## src/source/store_params.svh

```systemverilog
`ifndef STORE_PARAMS_SVH
`define STORE_PARAMS_SVH

// store queue geometry
`define STQ_DEPTH 16
`define STQ_PTR_W 4

// store payload
// addr bits 1:0 byte in bank, 6:2 bank, upper bits line
`define ST_ADDR_W 16
`define ST_DATA_W 32

// banked data cache
`define BANK_W 5
`define BEN_W 4

// two-bank write window
`define LANE_W 64

`endif

```

## src/source/store_pkg.sv

```systemverilog
`default_nettype none

package store_pkg;

`include "store_params.svh"

  // store size in bytes; value 3 unused
  typedef enum logic [1:0] {
    SIZE_1 = 2'd0,
    SIZE_2 = 2'd1,
    SIZE_4 = 2'd2
  } st_size_t;

  // one queued store, 50 bits
  typedef struct packed {
    logic [`ST_ADDR_W-1:0] addr;
    st_size_t              size;
    logic [`ST_DATA_W-1:0] data;
  } st_entry_t;

  // drain side follows the cache hold one cycle late
  typedef enum logic {
    RUN  = 1'b0,
    HOLD = 1'b1
  } drain_state_t;

endpackage

`default_nettype wire

```

## src/source/store_queue_count.sv

```systemverilog
`timescale 1ns/100ps
`default_nettype none

`include "store_params.svh"

module store_queue_count (
  input  wire logic                 clk,
  input  wire logic                 reset,
  input  wire logic                 st_in_valid,
  input  wire logic                 pop0,
  input  wire logic                 pop1,
  output logic                      accept,
  output logic [`STQ_PTR_W-1:0]     head_ptr,
  output logic [`STQ_PTR_W-1:0]     tail_ptr,
  output logic [`STQ_PTR_W:0]       count,
  output logic                      st_full
);

  localparam int PTR_W = `STQ_PTR_W;
  localparam int CNT_W = `STQ_PTR_W + 1;

  logic [1:0] pop_n;

  assign st_full = (count == CNT_W'(`STQ_DEPTH));
  assign accept  = st_in_valid & ~st_full;
  assign pop_n   = {1'b0, pop0} + {1'b0, pop1};

  // pointers wrap at the power-of-two depth
  always_ff @(posedge clk) begin
    if (reset) begin
      head_ptr <= '0;
      tail_ptr <= '0;
      count    <= '0;
    end else begin
      if (accept) begin
        tail_ptr <= tail_ptr + PTR_W'(1);
      end
      head_ptr <= head_ptr + PTR_W'(pop_n);
      count    <= count + CNT_W'(accept) - CNT_W'(pop_n);
    end
  end

  // source must respect st_full
  a_no_push_when_full: assert property (
    @(posedge clk) disable iff (reset) !(st_in_valid && st_full)
  );

  a_count_bound: assert property (
    @(posedge clk) disable iff (reset) count <= CNT_W'(`STQ_DEPTH)
  );

endmodule

`default_nettype wire

```

## src/source/store_entry_buffer.sv

```systemverilog
`timescale 1ns/100ps
`default_nettype none

`include "store_params.svh"

module store_entry_buffer (
  input  wire logic                  clk,
  input  wire logic                  accept,
  input  wire logic [`STQ_PTR_W-1:0] tail_ptr,
  input  wire logic [`STQ_PTR_W-1:0] head_ptr,
  input  wire logic [`ST_ADDR_W-1:0] st_in_addr,
  input  store_pkg::st_size_t        st_in_size,
  input  wire logic [`ST_DATA_W-1:0] st_in_data,
  output store_pkg::st_entry_t       head_entry,
  output store_pkg::st_entry_t       next_entry
);

  import store_pkg::*;

  localparam int PTR_W = `STQ_PTR_W;

  st_entry_t              mem [`STQ_DEPTH];
  st_entry_t              wr_entry;
  logic [`STQ_PTR_W-1:0]  next_ptr;

  assign wr_entry.addr = st_in_addr;
  assign wr_entry.size = st_in_size;
  assign wr_entry.data = st_in_data;

  always_ff @(posedge clk) begin
    if (accept) begin
      mem[tail_ptr] <= wr_entry;
    end
  end

  // second oldest wraps with the pointer
  assign next_ptr = head_ptr + PTR_W'(1);

  // both drain candidates read combinationally
  assign head_entry = mem[head_ptr];
  assign next_entry = mem[next_ptr];

endmodule

`default_nettype wire

```

## src/source/store_bank_decode.sv

```systemverilog
`timescale 1ns/100ps
`default_nettype none

`include "store_params.svh"

module store_bank_decode (
  input  store_pkg::st_entry_t   entry,
  output logic [`BANK_W-1:0]     bank_bgn,
  output logic [`BANK_W-1:0]     bank_end,
  output logic [`BEN_W-1:0]      bgn_ben,
  output logic [`BEN_W-1:0]      end_ben,
  output logic [`LANE_W-1:0]     lane_data
);

  import store_pkg::*;

  localparam int OFF_W = $clog2(`BEN_W);
  localparam int WIN_B = 2 * `BEN_W;

  logic [OFF_W-1:0] low;
  logic [WIN_B-1:0] size_mask;
  logic [WIN_B-1:0] byte_mask;

  assign low      = entry.addr[OFF_W-1:0];
  assign bank_bgn = entry.addr[OFF_W+`BANK_W-1:OFF_W];

  always_comb begin
    case (entry.size)
      SIZE_1:  size_mask = WIN_B'(8'b0000_0001);
      SIZE_2:  size_mask = WIN_B'(8'b0000_0011);
      SIZE_4:  size_mask = WIN_B'(8'b0000_1111);
      default: size_mask = WIN_B'(8'b0000_1111);
    endcase
  end

  // bytes placed in the eight-byte window at the begin bank
  assign byte_mask = size_mask << low;
  assign bgn_ben   = byte_mask[`BEN_W-1:0];
  assign end_ben   = byte_mask[WIN_B-1:`BEN_W];

  // overflow into the next bank, 31 wraps to 0
  assign bank_end = (|end_ben) ? bank_bgn + `BANK_W'(1) : bank_bgn;

  assign lane_data = {{(`LANE_W-`ST_DATA_W){1'b0}}, entry.data} << {low, 3'b000};

endmodule

`default_nettype wire

```

## src/source/store_drain_fsm.sv

```systemverilog
`timescale 1ns/100ps
`default_nettype none

`include "store_params.svh"

module store_drain_fsm (
  input  wire logic                clk,
  input  wire logic                reset,
  input  wire logic                cache_hold,
  input  wire logic [`STQ_PTR_W:0] count,
  input  wire logic [`BANK_W-1:0]  head_bgn,
  input  wire logic [`BANK_W-1:0]  head_end,
  input  wire logic [`BANK_W-1:0]  next_bgn,
  input  wire logic [`BANK_W-1:0]  next_end,
  output logic                     pop0,
  output logic                     pop1
);

  import store_pkg::*;

  drain_state_t state;
  drain_state_t state_nxt;

  logic has_one;
  logic has_two;
  logic bank_clash;

  // registered copy of the cache hold
  assign state_nxt = cache_hold ? HOLD : RUN;

  always_ff @(posedge clk) begin
    if (reset) begin
      state <= RUN;
    end else begin
      state <= state_nxt;
    end
  end

  assign has_one = |count;
  // count of two or more
  assign has_two = |count[`STQ_PTR_W:1];

  // any of the four bank pairs collide
  assign bank_clash = (next_bgn == head_bgn) || (next_bgn == head_end) ||
                      (next_end == head_bgn) || (next_end == head_end);

  always_comb begin
    pop0 = 1'b0;
    pop1 = 1'b0;
    if (state == RUN) begin
      pop0 = has_one;
      pop1 = has_two && !bank_clash;
    end
  end

  // second port only rides along with the first
  a_pop1_needs_pop0: assert property (
    @(posedge clk) disable iff (reset) pop1 |-> pop0
  );

  // clash test assumes each range is one bank or two neighbours
  a_bank_span: assert property (
    @(posedge clk) disable iff (reset)
      has_two |-> ((head_end - head_bgn) <= `BANK_W'(1)) &&
                  ((next_end - next_bgn) <= `BANK_W'(1))
  );

endmodule

`default_nettype wire

```

## src/source/store_write_path.sv

```systemverilog
`timescale 1ns/100ps
`default_nettype none

`include "store_params.svh"

module store_write_path (
  input  wire logic                  clk,
  input  wire logic                  reset,
  input  wire logic                  st_in_valid,
  input  wire logic [`ST_ADDR_W-1:0] st_in_addr,
  input  store_pkg::st_size_t        st_in_size,
  input  wire logic [`ST_DATA_W-1:0] st_in_data,
  input  wire logic                  cache_hold,
  output logic                       st_full,
  output logic                       wr0_en,
  output logic [`ST_ADDR_W-1:0]      wr0_addr,
  output logic [`BANK_W-1:0]         wr0_bank_end,
  output logic [`BEN_W-1:0]          wr0_bgn_ben,
  output logic [`BEN_W-1:0]          wr0_end_ben,
  output logic [`LANE_W-1:0]         wr0_data,
  output logic                       wr1_en,
  output logic [`ST_ADDR_W-1:0]      wr1_addr,
  output logic [`BANK_W-1:0]         wr1_bank_end,
  output logic [`BEN_W-1:0]          wr1_bgn_ben,
  output logic [`BEN_W-1:0]          wr1_end_ben,
  output logic [`LANE_W-1:0]         wr1_data
);

  import store_pkg::*;

  logic                  accept;
  logic                  pop0;
  logic                  pop1;
  logic [`STQ_PTR_W-1:0] head_ptr;
  logic [`STQ_PTR_W-1:0] tail_ptr;
  logic [`STQ_PTR_W:0]   count;

  st_entry_t             head_entry;
  st_entry_t             next_entry;

  logic [`BANK_W-1:0]    head_bgn, head_end;
  logic [`BANK_W-1:0]    next_bgn, next_end;
  logic [`BEN_W-1:0]     head_bgn_ben, head_end_ben;
  logic [`BEN_W-1:0]     next_bgn_ben, next_end_ben;
  logic [`LANE_W-1:0]    head_lane, next_lane;

  store_queue_count u_count (
    .clk(clk), .reset(reset), .st_in_valid(st_in_valid),
    .pop0(pop0), .pop1(pop1), .accept(accept),
    .head_ptr(head_ptr), .tail_ptr(tail_ptr), .count(count), .st_full(st_full)
  );

  store_entry_buffer u_buffer (
    .clk(clk), .accept(accept), .tail_ptr(tail_ptr), .head_ptr(head_ptr),
    .st_in_addr(st_in_addr), .st_in_size(st_in_size), .st_in_data(st_in_data),
    .head_entry(head_entry), .next_entry(next_entry)
  );

  store_bank_decode u_dec_head (
    .entry(head_entry), .bank_bgn(head_bgn), .bank_end(head_end),
    .bgn_ben(head_bgn_ben), .end_ben(head_end_ben), .lane_data(head_lane)
  );

  store_bank_decode u_dec_next (
    .entry(next_entry), .bank_bgn(next_bgn), .bank_end(next_end),
    .bgn_ben(next_bgn_ben), .end_ben(next_end_ben), .lane_data(next_lane)
  );

  store_drain_fsm u_drain (
    .clk(clk), .reset(reset), .cache_hold(cache_hold), .count(count),
    .head_bgn(head_bgn), .head_end(head_end),
    .next_bgn(next_bgn), .next_end(next_end),
    .pop0(pop0), .pop1(pop1)
  );

  // write strobes, one cycle after the pop
  always_ff @(posedge clk) begin
    if (reset) begin
      wr0_en <= 1'b0;
      wr1_en <= 1'b0;
    end else begin
      wr0_en <= pop0;
      wr1_en <= pop1;
    end
  end

  // payload captured only on issue
  always_ff @(posedge clk) begin
    if (pop0) begin
      wr0_addr     <= head_entry.addr;
      wr0_bank_end <= head_end;
      wr0_bgn_ben  <= head_bgn_ben;
      wr0_end_ben  <= head_end_ben;
      wr0_data     <= head_lane;
    end
    if (pop1) begin
      wr1_addr     <= next_entry.addr;
      wr1_bank_end <= next_end;
      wr1_bgn_ben  <= next_bgn_ben;
      wr1_end_ben  <= next_end_ben;
      wr1_data     <= next_lane;
    end
  end

endmodule

`default_nettype wire

```

## config.mk

```make
export PLATFORM = sky130hd
export DESIGN_NAME = store_write_path
export DESIGN_NICKNAME = d
export VERILOG_FILES = /design/src/source/store_pkg.sv /design/src/source/store_queue_count.sv /design/src/source/store_entry_buffer.sv /design/src/source/store_bank_decode.sv /design/src/source/store_drain_fsm.sv /design/src/source/store_write_path.sv
export VERILOG_INCLUDE_DIRS = /design/src /design/src/source
export SDC_FILE = /design/constraint.sdc
export NUM_CORES = 1
export LEC_CHECK = 0
export BUFFER_PORTS_ARGS = -buffer_cell sky130_fd_sc_hd__clkbuf_2
export CAP_MARGIN = 20
export CORE_MARGIN = 1.5
export CORE_UTILIZATION = 35
export DETAILED_ROUTE_END_ITERATION = 16
export MAX_ROUTING_LAYER = met4
export PLACE_DENSITY = 0.51
export SYNTH_ARGS = -nofsm -noshare
export SYNTH_HDL_FRONTEND = slang
export SYNTH_SLANG_ARGS = --single-unit
```

## constraint.sdc

```tcl
create_clock -name clk -period 28.9 [get_ports clk]
set_input_delay 1.445 -clock clk [delete_from_list [all_inputs] [get_ports clk]]
set_output_delay 1.445 -clock clk [all_outputs]
set_load 0.01 [all_outputs]
```

==> impl_metrics.tcl <==
set metrics [dict create \
    routed_wl_um 129000 \
    grt_pass1_wl_um 183000 \
    numPlacedInstances 3913 \
    ctsHoldBuffers 0 \
    grt_max_degree 145 \
    slew_violations 0 \
    hp-start "u_drain.state" \
    post_cts_buffers 0 \
    drive_gt1_share_pct 39.8 \
    fin_tns_setup_ns 0 \
    routabilityCongestion 0.792 \
    power.leakage_nw 16.4 \
    slew_headroom_pct 21.3 \
    power.total_mw 5.67 \
    finalHoldViolations 0 \
    rows 130 \
    place_area_um2 47400 \
    setup_ws_ns 20.92 \
    numCtsBuffers 105 \
    netlist_instances 2124 \
    critPathBufInv 5 \
    cts.clk_slew.worst_paths_ns 0.06 \
    cp-startpoint "u_count.head_ptr[1]" \
    start_util_pct 35.3 \
    cp_data_arrival_time_ns 8.59 \
    clk_path_buf_depth 3 \
    endpoint_kind "flop" \
    power_density_nw_per_um2 112 \
    r2r-start "u_count.head_ptr[1]" \
    setup.worst_path.class "reg2reg" \
    seq_area_frac_synth_pct 66.2 \
    critical_path.max_fanout 66 \
    syn2layout_area_growth_pct 14.5 \
    instances_no_fill 4112 \
    cts_resized 0 \
    dieArea_um2 129000 \
    final_net_count 2445 \
    coreArea_um2 126000 \
    dpl_worst_slack_ns 20.87 \
    clock-sinks 984 \
    grt_pass1_vias 24000 \
    syn_area_um2 44400 \
    wire_per_inst_um 31.4 \
    min_period_ns 7.98 \
    finalSetupViolations 0 \
    cts_tree "yes" \
    portBuffers 224 \
    fp.dieH_um 359 \
    die_w_um 359 \
    drt_iter0_drc 2402 \
    hp-class "reg2reg" \
    fin_skew_ns 0.0313 \
    synth_area_per_cell_um2 20.9 \
    io_pins 243 \
    yosysUniqueCellTypes 62 \
    post-route-period-util_pct 27.6 \
    peakVddDrop_mv 0.103 \
    fillCellCount 11000 \
    fmax_mhz 125 \
    ys_seq_elements 984 \
    worstMarginPinSlew_ns 1.17 \
    antenna_found_initial 16 \
    place_hpwl_um 77100 \
    viasPerCell 5.72 \
    htreeDepth 3 \
    synth_enable_flop_cells 968 \
    max_stage_delay_ns 0.96 \
    cts_root_buffer "clkbuf_16" \
    crit_slowest_cell "buf_4" \
    crit_chain "ha_4 > buf_4 > buf_4 > mux4_2 > mux2i_1 > mux2_4 > o41ai_4 > and2_4 > mux2i_2 > xor2_1 > nor4_2 > nor3_2 > ha_1 > ha_1 > inv_1 > ha_1 > inv_1 > fa_1 > inv_1 > a21oi_1 > nor2_1 > or3_1 > a21oi_1" \
    rsz0062_at_grt "no" \
    crit_family "buffers and inverters" \
    gr-usage-all-layers_pct 20.7 \
    synth_warnings 0 \
    firstDrtPassIters 5 \
    outcome "completed" \
    synth_ff_type "edfxtp_1" \
    maxCapViolations 0 \
    clock_latency_ns 0.71 \
    ant_nets 0 \
    final_area_um2 50800 \
    required_ns 29.52 \
    drcViolationCount 0 \
    dr_total_vias 23500 \
    grt.overflow.total 0 \
    async_flop_share_pct 0 \
    start_kind "flop" \
]
final cells by class:
type	count	area [um^2]	area share, %
Sequential cell	984	29400	57.9
Timing Repair Buffer	282	1620	3.19
Tap cell	1650	2060	4.06
Inverter	24	90.1	0.177
Antenna cell	11	27.5	0.0542
Multi-Input combinational cell	974	14300	28.1
Clock inverter	63	573	1.13
Clock buffer	124	2740	5.39
logic make-up after synthesis:
family                     Yosys count  synth area share [%]
AOI/OAI and AO/OA                   80                  1.26
xor gates and xnor gates            34                 0.927
adders and majority gates           20                 0.598
buffers and inverters              183                  2.07
DFF                                984                  66.2
muxes                              565                  26.3
other                                1               0.00845
and+or+nand+nor                    257                  2.66
per-stage QoR:
| stage | hold slack (ns) | util (%) |
|---|---|---|
| after floorplan | 0.421 | - |
| after global placement | 0.566 | 37.7 |
| after detailed placement | 0.568 | 37.7 |
| after CTS | 0.580 | 40.4 |
| after global routing | 0.590 | 40.4 |
| final | 0.568 | 40.4 |
final timing paths:
path / end / slack (ns) / cells past startpoint
min: wr0_en / 0.57 / 1
max reg2reg: u_count.count[4] / 20.92 / 23
max: u_count.count[4] / 20.92 / 23
min reg2reg: wr0_en / 0.57 / 1
state kept, by name, summed over array words and instances, names as in the netlist:
name / cells
u_buffer.mem: 800
wr1_data: 56
wr0_end_ben: 3
wr0_bgn_ben: 4
wr1_en: 1
wr0_en: 1
wr0_data: 56
wr1_end_ben: 3
wr0_bank_end: 5
u_count.head_ptr: 4
u_drain.state: 1
wr1_bgn_ben: 4
u_count.count: 5
wr1_bank_end: 5
wr1_addr: 16
wr0_addr: 16
u_count.tail_ptr: 4
power breakdown:
part | switching [mW] | leakage [nW] | internal (mW) | total [mW]
Combinational | 1.41 | 5.70 | 0.964 | 2.38
Clock | 0.556 | 1.62 | 0.762 | 1.32
Sequential | 0.0924 | 9.04 | 1.89 | 1.98
Total | 2.06 | 16.4 | 3.61 | 5.67
Yosys cell counts (6+ instances only):
| cell | count | area share [%] |
|---|---|---|
| nand4_1 | 10 | 0.14 |
| dfxtp_1 | 16 | 0.72 |
| xor2_1 | 12 | 0.24 |
| clkbuf_1 | 58 | 0.49 |
| buf_2 | 43 | 0.48 |
| o22ai_1 | 8 | 0.11 |
| buf_4 | 23 | 0.39 |
| edfxtp_1 | 968 | 65 |
| mux2_2 | 11 | 0.28 |
| nor3_1 | 10 | 0.11 |
| nand3_1 | 14 | 0.16 |
| xnor2_1 | 13 | 0.26 |
| nor2_1 | 89 | 0.75 |
| inv_1 | 23 | 0.19 |
| and3_1 | 19 | 0.27 |
| o21ai_0 | 20 | 0.23 |
| a21oi_1 | 17 | 0.19 |
| a22oi_1 | 11 | 0.19 |
| buf_6 | 8 | 0.20 |
| mux4_2 | 475 | 24 |
| mux2i_1 | 72 | 1.6 |
| ha_1 | 18 | 0.51 |
| nor2b_1 | 6 | 0.085 |
| a22o_1 | 8 | 0.16 |
| buf_1 | 24 | 0.20 |
| and2_1 | 10 | 0.14 |
| nand2_1 | 81 | 0.68 |
layout by cell type, fill, tap and decap left out, types with 18 or more instances in the layout:
| cell type | n |
|---|---|
| edfxtp_1 | 968 |
| nand2_1 | 80 |
| clkinv_2 | 25 |
| clkinv_1 | 18 |
| buf_4 | 53 |
| clkbuf_2 | 224 |
| mux4_2 | 475 |
| inv_1 | 23 |
| and3_1 | 19 |
| conb_1 | 18 |
| mux2i_1 | 72 |
| nor2_1 | 76 |
| clkbuf_16 | 107 |
metal layers:
layer / global-route usage (%) / wire, um / vias up
li1: - / - / 9523
met1: 27.6 / 54100 / 12900
met2: 31.7 / 61900 / 964
met3: 4.63 / 10200 / 167
met4: 6.17 / 3120 / 0
met5: - / 0 / -
worst register-to-register path, cell delays in order, from the launching register on:
cell,delay [ns]
dfxtp_4,0.79
ha_4,0.65
buf_4,0.81
buf_4,1.01
mux4_2,0.38
mux2i_1,0.10
mux2_4,0.51
o41ai_4,0.50
and2_4,0.28
mux2i_2,0.34
xor2_1,0.13
nor4_2,0.38
nor3_2,0.11
ha_1,0.33
ha_1,0.29
inv_1,0.05
ha_1,0.19
inv_1,0.10
fa_1,0.22
inv_1,0.06
a21oi_1,0.15
nor2_1,0.07
or3_1,0.31
a21oi_1,0.14
Power figures use the tool's default switching activity.
